[config.mk]
export PLATFORM = sky130hd
export DESIGN_NAME = wb_stage
export DESIGN_NICKNAME = d
export VERILOG_FILES = /design/src/rv32i_types_pkg.sv /design/src/wb_stage.sv
export VERILOG_INCLUDE_DIRS = /design/src /design/src/src
export SDC_FILE = /design/constraint.sdc
export NUM_CORES = 1
export LEC_CHECK = 0
export BUFFER_PORTS_ARGS = -buffer_cell sky130_fd_sc_hd__buf_4
export CAP_MARGIN = 20
export CORE_AREA = 2 2 131 133
export DETAILED_ROUTE_END_ITERATION = 8
export DIE_AREA = 0 0 133 135
export GPL_TIMING_DRIVEN = 0
export MAX_ROUTING_LAYER = met4
export SYNTH_ARGS = -nofsm -noshare
export SYNTH_HDL_FRONTEND = slang
export SYNTH_SLANG_ARGS = --single-unit
export TNS_END_PERCENT = 1
[constraint.sdc]
create_clock -name vclk -period 4.6
set_clock_uncertainty 0.1 [all_clocks]
set_input_delay 0.46 -clock vclk [all_inputs]
set_output_delay 0.46 -clock vclk [all_outputs]
set_load 0.01 [all_outputs]
[src/backend_params.svh]
`ifndef BACKEND_PARAMS_SVH
`define BACKEND_PARAMS_SVH

// Data path width
`define XLEN 32

// Architectural register count
`define NUM_REGS 32

// Data memory depth in words and wait cycles per access
`define DMEM_WORDS 256
`define DMEM_LATENCY 3

`endif

[src/rv32i_types_pkg.sv]
package rv32i_types_pkg;

    // Writeback source select, order follows the decoder encoding
    typedef enum logic [3:0] {
        alu_out_wb  = 4'd0,
        br_en_wb    = 4'd1,
        u_imm_wb    = 4'd2,
        lw_wb       = 4'd3,
        pc_plus4_wb = 4'd4,
        lb_wb       = 4'd5,
        lbu_wb      = 4'd6,
        lh_wb       = 4'd7,
        lhu_wb      = 4'd8
    } wb_sel_t;

    // Memory operation carried by each instruction
    typedef enum logic [2:0] {
        op_none = 3'd0,         // No data memory access
        op_load = 3'd1,         // Load width comes from the writeback select
        op_sb   = 3'd2,
        op_sh   = 3'd3,
        op_sw   = 3'd4
    } mem_op_t;

    // Access sequencer states
    typedef enum logic {
        st_idle = 1'b0,
        st_wait = 1'b1
    } mem_state_t;

endpackage

[src/wb_stage.sv]
`timescale 1ns/10ps
`include "backend_params.svh"

module wb_stage
import rv32i_types_pkg::*;
(
    input  logic               wb_valid,
    input  wb_sel_t            wb_sel,
    input  logic               regf_we,
    input  logic [4:0]         rd_s,
    input  logic [`XLEN-1:0]   pc,
    input  logic [`XLEN-1:0]   alu_out,
    input  logic [`XLEN-1:0]   br_en,
    input  logic [`XLEN-1:0]   u_imm,
    input  logic [`XLEN-1:0]   lw,
    input  logic [`XLEN-1:0]   lb,
    input  logic [`XLEN-1:0]   lbu,
    input  logic [`XLEN-1:0]   lh,
    input  logic [`XLEN-1:0]   lhu,
    output logic [4:0]         wb_rd_s,
    output logic [`XLEN-1:0]   wb_rd_v,
    output logic               wb_regf_we
);

    always_comb begin
        case (wb_sel)
            alu_out_wb:  wb_rd_v = alu_out;
            br_en_wb:    wb_rd_v = br_en;
            u_imm_wb:    wb_rd_v = u_imm;
            lw_wb:       wb_rd_v = lw;
            pc_plus4_wb: wb_rd_v = pc + `XLEN'd4;    // Link value for jal and jalr
            lb_wb:       wb_rd_v = lb;
            lbu_wb:      wb_rd_v = lbu;
            lh_wb:       wb_rd_v = lh;
            lhu_wb:      wb_rd_v = lhu;
            default:     wb_rd_v = '0;
        endcase
    end

    assign wb_rd_s    = rd_s;
    assign wb_regf_we = regf_we && wb_valid;    // Bubbles never write

endmodule

-- Yosys cells after proc, flatten, opt, wreduce, memory -nomap -nowiden
Index checks and enable logic that the tools add are counted.
W data, S select, Z words.
- flip-flop bits (word level): 0
- input bits: 299
- word-level logic and storage cells: 12
- $add $sub $neg: 1
- eq/ne operators: 8
- mux-type cells: 1
- reductions and logical operators: 2
- operators with widths (cell ; count):
    $pmux W32 S9 ; 1
    $add A32 B3 Y32 const B ; 1
    $eq A4 B3 Y1 const B ; 4
    $eq A4 B2 Y1 const B ; 2
    $eq A4 B1 Y1 const B ; 1
    $eq A4 B4 Y1 const B ; 1
    $logic_not A4 Y1 ; 1
    $logic_and A1 B1 Y1 ; 1

-- Depth between registers and ports, before layout
Gate-level depths: netlist (run 1).
- depth in word-level cells: 2
- depth in mapped cells: 8

-- Least setup slack after synthesis (run 1)
No wires, ideal clock.
- path kind: input-to-output
- from: in pc[2]
- to: out wb_rd_v[22]
- arrival time: 1855 ps
- setup slack: 2185 ps
- stages on the path: 6
- path buffers: 0
- path through: ha_1 > nand4_1 > nor4_2 > nand3_1 > xnor2_1 > a211o_1
- word-level cells in the longest chain between the ends: 2
- ends and longest elaborated chain (element ; RTL line ; text):
    start, declared ; wb_stage.sv:11 ; input logic [`XLEN-1:0] pc,
    $add A32 B3 Y32 ; wb_stage.sv:31 ; pc_plus4_wb: wb_rd_v = pc + `XLEN'd4;
    $pmux W32 S9 ; wb_stage.sv:26 ; case (wb_sel)
    end, declared ; wb_stage.sv:21 ; output logic [`XLEN-1:0] wb_rd_v,
Every way passes these cells.

-- Final worst setup path (run 1)
- from: in wb_sel[0]
- to: out wb_rd_v[19]
- word-level cells in the longest chain between the ends: 2
- elaborated cells between the ends (all ways): 10
- ends and longest elaborated chain (element ; RTL line ; text):
    start, declared ; wb_stage.sv:8 ; input wb_sel_t wb_sel,
    $eq A4 B4 Y1, or another cell as far along ; wb_stage.sv:26 ;
    $pmux W32 S9 (*) ; wb_stage.sv:26 ;
Mark *: on every way between the ends. The rest lies on a longest branch, timed or not.

==> flow_metrics.env, run 1 <==
export IMPL_status="completed"
export IMPL_vias=5077
export IMPL_io_buffers=332
export IMPL_synth_top_family_by_area="compound AO/OA/AOI/OAI gates"
export IMPL_die_w_um=133
export IMPL_io_pins=337
export IMPL_synth_compound_area_share_pct=39.62
export IMPL_grt_pass1_vias=5109
export IMPL_p_sw_mw=0.2538
export IMPL_die_h_um=135
export IMPL_crit_type="primary input to primary output"
export IMPL_rsz0062_at_grt="false"
export IMPL_syn_area_um2=2868
export IMPL_drc=0
export IMPL_critPathMaxFanout=10
export IMPL_tns_ns=0
export IMPL_seq_area_frac_synth_pct=0
export IMPL_clkPwrFrac_pct=0
export IMPL_drv_cap=0
export IMPL_synth_top_area_cell="mux2i_1"
export IMPL_clock_fmax_mhz=281.2
export IMPL_endpoint_kind="primary output"
export IMPL_final_period_utilization_pct=77.31
export IMPL_area_delta_synth_final_pct=96.51
export IMPL_vias_per_cell=5.245
export IMPL_synthMuxAreaShare_pct=18.41
export IMPL_final_common_cell="buf_4"
export IMPL_use_met1_pct=30.09
export IMPL_total_leakage_power_nw=2.659
export IMPL_postCtsResizedCells=0
export IMPL_vdd_ir_drop_max_v=0.00003240
export IMPL_swShare_pct=46.37
export IMPL_worstPathArrival_ns=3.00
export IMPL_final_fill_count=1831
export IMPL_tightest_slew_ns=0.9355
export IMPL_synth_xor_area_share_pct=7.941
export IMPL_hold_violations=0
export IMPL_core_rowCount=47
export IMPL_power_mw=0.5473
export IMPL_netlist_top_cells_area="mux2i_1 (16%), a22oi_1 (8.6%), xor2_1 (5.8%)"
export IMPL_yosys_area_share_simple_pct=25.39
export IMPL_numSequentialCells=0
export IMPL_p_comb_share_pct=100.0
export IMPL_drt_iter0_drc=348
export IMPL_antenna_found_initial=0
export IMPL_firstDrtPassIters=5
export IMPL_syn_inst=416
export IMPL_synth_fa_ha_area_share_pct=0.4363
export IMPL_ys_warn_count=0
export IMPL_top_usage_layer="met2"
export IMPL_antenna_cells=0
export IMPL_min_path_cells=2
export IMPL_seqCellArea_um2=0
export IMPL_syn_avg_cell_area_um2=6.894
export IMPL_multi_input_area_um2=2633
export IMPL_routed_wl_um=24320
export IMPL_use_met3_pct=6.194
export IMPL_grt_max_degree=11
export IMPL_die_area_um2=17960
export IMPL_core_area_um2=16410
export IMPL_required_ns=4.04
export IMPL_setup_viol=0
export IMPL_relSlewSlack_pct=37.63
export IMPL_grt_pass1_wl_um=33330
export IMPL_hold_slack_ns=0.9974
export IMPL_drt_wirelength_per_cell_um=25.13
export IMPL_min_path_type="primary input to primary output"
export IMPL_slew_violations=0
export IMPL_post_cts_buffers=0
export IMPL_synth_top_cell_area_share_pct=16.06
export IMPL_grt_overflow=0
export IMPL_p_per_area_nw_per_um2=97.12
export IMPL_layout_min_cycle_time_ns=3.556
export IMPL_grt_use_total_pct=26.28
export IMPL_dpl_hpwl_um=20410
export IMPL_synth_nets=716
export IMPL_power_frac_seq_pct=0
export IMPL_start_util_pct=17.48
export IMPL_intPower_mw=0.2936
export IMPL_crit_path_start_kind="primary input"
export IMPL_final_nets=1050
export IMPL_ctsHoldBuffers=0
export IMPL_ant_nets=0
export IMPL_place_congestion=0.8868
export IMPL_mostFrequentLayoutCells="buf_4 (341), mux2i_1 (46), nand2_1 (34), a22oi_1 (33), nor2_1 (29)"
export IMPL_n_clock_buffer=0
export IMPL_use_met2_pct=47.18
export IMPL_drive_gt1_share_pct=49.33
export IMPL_ys_types=56
## per-stage QoR
| stage | util, % | cells | setup WS, ns | cell area, um2 |
|---|---|---|---|---|
| after global routing | 34.35 | 968 | 0.9008 | 5635 |
| after floorplan | - | 416 | 2.185 | 2868 |
| after CTS | 34.35 | 968 | 1.033 | 5635 |
| after detailed placement | 34.35 | 968 | 1.038 | 5635 |
| after global placement | 34.35 | 968 | 1.085 | 5635 |
| final | 34.35 | 968 | 1.044 | 5635 |
## final timing paths
path	from	to	slack, ns
setup / recovery	wb_sel[0]	wb_rd_v[19]	1.04
hold / removal	rd_s[4]	wb_rd_s[4]	1.0
## power by group through the flow
stage / combinational (mW) / clock (mW) / sequential [mW]
after CTS: 0.546 / 0 / 0
after floorplan: 0.193 / 0 / 0
after global routing: 0.581 / 0 / 0
after detailed placement: 0.544 / 0 / 0
final: 0.547 / 0 / 0
after global placement: 0.542 / 0 / 0
## final cells by class
| class | count | area share (%) |
|---|---|---|
| buffer | 42 | 3.974 |
| inverter | 3 | 0.1998 |
| multi-input combinational | 371 | 46.71 |
| tap | 220 | 4.885 |
| timing repair buffer | 332 | 44.23 |
## cell families after synthesis
logic type,Yosys count
compound gates,157
xor+xnor,26
fa+ha+maj,1
buf+inv,45
mux,51
simple gates,136
## per-layer routing
layer  vias up  wire (um)
met5         -          0
met3        24       2203
met2       315      12030
li1       2317          -
met4         0        490
met1      2421       9594
## synthesized netlist by cell type (3+ instances only)
master	instances
nand3_1	23
mux2_2	4
nor2b_1	8
o21ai_1	10
buf_4	9
a221oi_1	15
nand2_1	34
o21ai_0	18
a32oi_1	3
nor3_1	5
a221o_1	6
inv_1	3
a21oi_1	15
clkbuf_1	16
a22o_1	7
o211ai_1	5
o22ai_1	12
nor2_1	29
xor2_1	19
mux2i_1	46
o32ai_1	5
xnor2_1	7
a211oi_1	7
buf_2	14
and3_1	9
nand2b_1	5
o221ai_1	6
a22oi_1	33
nand4_1	6
## critical path, cell delays in order
cell and delay [ns]:
buf_4 0.12, buf_2 0.17, nor4b_2 0.78, clkbuf_1 0.73
nand2_1 0.17, o21ai_0 0.14, a211oi_1 0.13, o21ai_1 0.15
buf_4 0.15
Power figures use the tool's default switching activity.
==> run 2: changes to the inputs <==
--- a/config.mk
+++ b/config.mk
@@ -8,9 +8,9 @@
 export LEC_CHECK = 0
 export BUFFER_PORTS_ARGS = -buffer_cell sky130_fd_sc_hd__buf_4
 export CAP_MARGIN = 20
-export CORE_AREA = 2 2 131 133
+export CORE_AREA = 2 2 133 135
 export DETAILED_ROUTE_END_ITERATION = 8
-export DIE_AREA = 0 0 133 135
+export DIE_AREA = 0 0 135 137
 export GPL_TIMING_DRIVEN = 0
 export MAX_ROUTING_LAYER = met4
 export SYNTH_ARGS = -nofsm -noshare
==> constraint.sdc (replaced) <==
create_clock -name vclk -period 3.7
set_clock_uncertainty 0.1 [all_clocks]
set_input_delay 0.37 -clock vclk [all_inputs]
set_output_delay 0.37 -clock vclk [all_outputs]
set_load 0.01 [all_outputs]
==> run 2 against run 1 <==
Against the previous run:
- critical endpoint is now wb_rd_v[25]
- combinational power up 24%
- critical path type unchanged
- hold slack worse by 0.18 ns
- non-clock buffer count did not move
- largest cell class unchanged
==> flow_metrics.env, run 2 (synthesis results as in run 1) <==
export IMPL_status="completed"
export IMPL_swShare_pct=46.16
export IMPL_grt_pass1_wl_um=32800
export IMPL_place_congestion=0.9240
export IMPL_dpl_hpwl_um=20490
export IMPL_routed_wl_um=24570
export IMPL_grt_max_degree=11
export IMPL_post_route_util_pct=33.08
export IMPL_area_delta_synth_final_pct=96.73
export IMPL_final_common_cell="buf_4"
export IMPL_crit_path_start="wb_sel[0]"
export IMPL_drive_gt1_share_pct=49.33
export IMPL_power_mw=0.6776
export IMPL_hold_violations=0
export IMPL_intPower_mw=0.3648
export IMPL_tns_ns=0
export IMPL_clock_fmax_mhz=310.0
export IMPL_mostFrequentLayoutCells="buf_4 (341), mux2i_1 (46), nand2_1 (34), a22oi_1 (33), nor2_1 (29)"
export IMPL_die_w_um=135
export IMPL_vias_per_cell=5.236
export IMPL_final_period_utilization_pct=87.19
export IMPL_io_buffers=332
export IMPL_power_frac_seq_pct=0
export IMPL_dp_slack_ns=0.4339
export IMPL_grt_overflow=0
export IMPL_layout_min_cycle_time_ns=3.226
export IMPL_hold_slack_ns=0.8178
export IMPL_start_util_pct=16.81
export IMPL_io_pins=337
export IMPL_final_nets=1050
export IMPL_vias=5095
export IMPL_setup_viol=0
export IMPL_worstPathArrival_ns=2.76
export IMPL_grt_use_total_pct=25.22
export IMPL_crit_type="primary input to primary output"
export IMPL_grt_pass1_vias=5113
export IMPL_seqCellArea_um2=0
export IMPL_fin_ws_ns=0.4738
export IMPL_core_area_um2=17060
export IMPL_rsz0062_at_grt="false"
export IMPL_drt_wirelength_per_cell_um=25.25
export IMPL_p_per_area_nw_per_um2=120.1
export IMPL_place_area_um2=5642
export IMPL_required_ns=3.23
export IMPL_die_h_um=137
export IMPL_total_leakage_power_nw=2.659
export IMPL_p_comb_share_pct=100.0
export IMPL_ant_nets=0
export IMPL_clkPwrFrac_pct=0
export IMPL_tightest_slew_ns=0.9589
export IMPL_drt_iter0_drc=313
export IMPL_n_clock_buffer=0
export IMPL_die_area_um2=18500
export IMPL_core_rowCount=48
export IMPL_drc=0
export IMPL_critPathMaxFanout=10
export IMPL_crit_path_start_kind="primary input"
export IMPL_stdcell_area_um2=5642
export IMPL_ctsHoldBuffers=0
export IMPL_post_cts_buffers=0
export IMPL_min_path_type="primary input to primary output"
export IMPL_antenna_found_initial=0
export IMPL_hp_start="rd_s[2]"
export IMPL_min_path_cells=2
export IMPL_drv_cap=0
export IMPL_p_sw_mw=0.3128
export IMPL_final_cells=973
export IMPL_postCtsResizedCells=0
export IMPL_endpoint_kind="primary output"
export IMPL_hold_end="wb_rd_s[2]"
export IMPL_slew_violations=0
export IMPL_dp_cells=973
export IMPL_firstDrtPassIters=7
export IMPL_relSlewSlack_pct=36.08
export IMPL_vdd_ir_drop_max_v=0.00005124
export IMPL_antenna_cells=0
export IMPL_numSequentialCells=0
## run 2: cell counts in the layout (fill, tap and decap cells not counted)
Identical to the previous run, type by type.
## run 2: worst max path at each step
stage,end,slack [ns],cells after the start
final,wb_rd_v[25],0.47,7
after global routing,wb_rd_v[11],0.26,9
after CTS,wb_rd_v[11],0.46,9
after detailed placement,wb_rd_v[17],0.43,7
after global placement,wb_rd_v[27],0.49,8
after floorplan,wb_rd_v[22],1.47,6
## run 2: final cells by class
cell class | instances | area, um2
fillers | 1951 | 11410
multi-input cells | 371 | 2633
repair buffers | 332 | 2492
well taps | 225 | 281.5
plain buffers | 42 | 224.0
inverters | 3 | 11.26
## run 2: metal layers
metal | global-route usage (%) | up-vias | part of all wire [%]
met3 | 3.037 | 14 | 8.3
met5 | - | - | 0
li1 | - | 2316 | -
met1 | 30.74 | 2446 | 40
met2 | 45.32 | 319 | 50
met4 | 4.167 | 0 | 1.5
## run 2: worst max-delay path, cell delays in order
cell and delay (ns):
buf_4 0.11, buf_2 0.17, nor4b_2 0.74, clkbuf_1 0.76
a211oi_1 0.28, o21ai_1 0.15, buf_4 0.15
## run 2: power groups by stage
stage | Sequential, mW | Combinational, mW | Clock (mW)
floorplan | 0 | 0.240 | 0
global placement | 0 | 0.671 | 0
detailed placement | 0 | 0.675 | 0
CTS | 0 | 0.677 | 0
global route | 0 | 0.721 | 0
finish | 0 | 0.678 | 0
==> run 3: changes to the inputs <==
--- a/config.mk
+++ b/config.mk
@@ -13,6 +13,7 @@
 export DIE_AREA = 0 0 135 137
 export GPL_TIMING_DRIVEN = 0
 export MAX_ROUTING_LAYER = met4
+export PLACE_DENSITY = 0.47
 export SYNTH_ARGS = -nofsm -noshare
 export SYNTH_HDL_FRONTEND = slang
 export SYNTH_SLANG_ARGS = --single-unit
==> constraint.sdc (replaced) <==
create_clock -name vclk -period 3.7
set_clock_uncertainty 0.1 [all_clocks]
set_input_delay 0 -clock vclk [all_inputs]
set_output_delay 0 -clock vclk [all_outputs]
set_load 0.01 [all_outputs]
==> run 3 against run 2 <==
Against the previous run:
- core utilization unchanged
- routed wire length is 2.5% higher
- via count decreased by 0.82%
- maximum frequency up 29%
- total power rose by 0.68%
- critical path depth increased by 2
- cell count did not move
- worst setup slack improved by 0.73 ns
- critical path type unchanged
- largest cell class unchanged
==> flow_metrics.env, run 3 (synthesis results as in run 1) <==
export IMPL_use_met3_pct=3.519
export IMPL_status="completed"
export IMPL_hold_slack_ns=0.07788
export IMPL_clock_fmax_mhz=401.2
export IMPL_grt_max_degree=11
export IMPL_tns_ns=0
export IMPL_endpoint_kind="primary output"
export IMPL_slowest_delay_ns=0.71
export IMPL_drt_wirelength_per_cell_um=25.87
export IMPL_drc=0
export IMPL_die_area_um2=18500
export IMPL_place_congestion=0.9027
export IMPL_use_met1_pct=31.88
export IMPL_fin_ws_ns=1.207
export IMPL_post_route_util_pct=33.08
export IMPL_firstDrtPassIters=5
export IMPL_final_common_cell="buf_4"
export IMPL_vias_per_cell=5.193
export IMPL_slew_violations=0
export IMPL_min_path_type="primary input to primary output"
export IMPL_area_delta_synth_final_pct=96.73
export IMPL_core_area_um2=17060
export IMPL_vdd_ir_drop_max_v=0.00003827
export IMPL_n_clock_buffer=0
export IMPL_postCtsResizedCells=0
export IMPL_worst_path_max_delay_cell="clkbuf_1"
export IMPL_ant_nets=0
export IMPL_numSequentialCells=0
export IMPL_crit_type="primary input to primary output"
export IMPL_drt_iter0_drc=262
export IMPL_final_fill_count=1892
export IMPL_p_per_area_nw_per_um2=120.9
export IMPL_io_pins=337
export IMPL_grt_overflow=0
export IMPL_total_leakage_power_nw=2.659
export IMPL_worstPathArrival_ns=2.39
export IMPL_relSlewSlack_pct=37.23
export IMPL_post_cts_buffers=0
export IMPL_crit_path_start_kind="primary input"
export IMPL_layout_min_cycle_time_ns=2.493
export IMPL_start_util_pct=16.81
export IMPL_setup_viol=0
export IMPL_cp_cell_sequence="buf_4 -> buf_2 -> inv_1 -> clkbuf_1 -> nand2_1 -> o32ai_1 -> a221oi_1 -> o211ai_1 -> buf_4"
export IMPL_required_ns=3.60
export IMPL_critPathMaxFanout=10
export IMPL_antenna_cells=0
export IMPL_io_buffers=332
export IMPL_drv_cap=0
export IMPL_rsz0062_at_grt="false"
export IMPL_dp_slack_ns=1.236
export IMPL_grt_use_total_pct=26.35
export IMPL_tightest_slew_ns=0.9416
export IMPL_ctsHoldBuffers=0
export IMPL_die_w_um=135
export IMPL_top_usage_layer="met2"
export IMPL_hold_violations=0
export IMPL_antenna_found_initial=0
export IMPL_drive_gt1_share_pct=49.33
export IMPL_final_period_utilization_pct=67.37
export IMPL_core_rowCount=48
export IMPL_use_met2_pct=47.43
export IMPL_seqCellArea_um2=0
export IMPL_crit_family="buffers and inverters"
export IMPL_dpl_hpwl_um=20940
export IMPL_mostFrequentLayoutCells="buf_4 (341), mux2i_1 (46), nand2_1 (34), a22oi_1 (33), nor2_1 (29)"
export IMPL_cp_common_cell="buf_4"
export IMPL_die_h_um=137
export IMPL_routed_wl_um=25170
export IMPL_path_buf_inv=5
export IMPL_grt_pass1_wl_um=34470
export IMPL_grt_pass1_vias=5359
export IMPL_final_nets=1050
export IMPL_vias=5053
[run 3: cell counts in the layout (fill, tap and decap cells not counted)]
No cell type changed its count.
[run 3: through the flow]
step	cells	area, um2	total power, mW
5_1_grt	973	5642	0.7244
4_1_cts	973	5642	0.6798
3_3_place_gp	973	5642	0.6746
2_1_floorplan	416	2868	0.2398
6_report	973	5642	0.6822
3_5_place_dp	973	5642	0.6770
[run 3: worst paths after layout]
kind | from | endpoint | slack, ns | depth (start not counted)
max | wb_sel[3] | wb_rd_v[11] | 1.21 | 9
min | rd_s[4] | wb_rd_s[4] | 0.08 | 2
[run 3: layout make-up]
type	count	area (um2)	area share, %
inverter	3	11.26	0.1996
tap	225	281.5	4.990
multi-input combinational	371	2633	46.66
timing repair buffer	332	2492	44.18
buffer	42	224.0	3.970
[run 3: metal layers]
metal / vias up / part of all wire, %
met4: 0 / 1.7
met1: 2414 / 41
met2: 298 / 50
met5: - / 0
met3: 22 / 7.5
li1: 2319 / -
[run 3: power breakdown]
part | internal [mW] | switching [mW] | leakage (nW)
sequential | 0 | 0 | 0
combinational | 0.365 | 0.317 | 2.66
clock | 0 | 0 | 0
total | 0.365 | 0.317 | 2.66
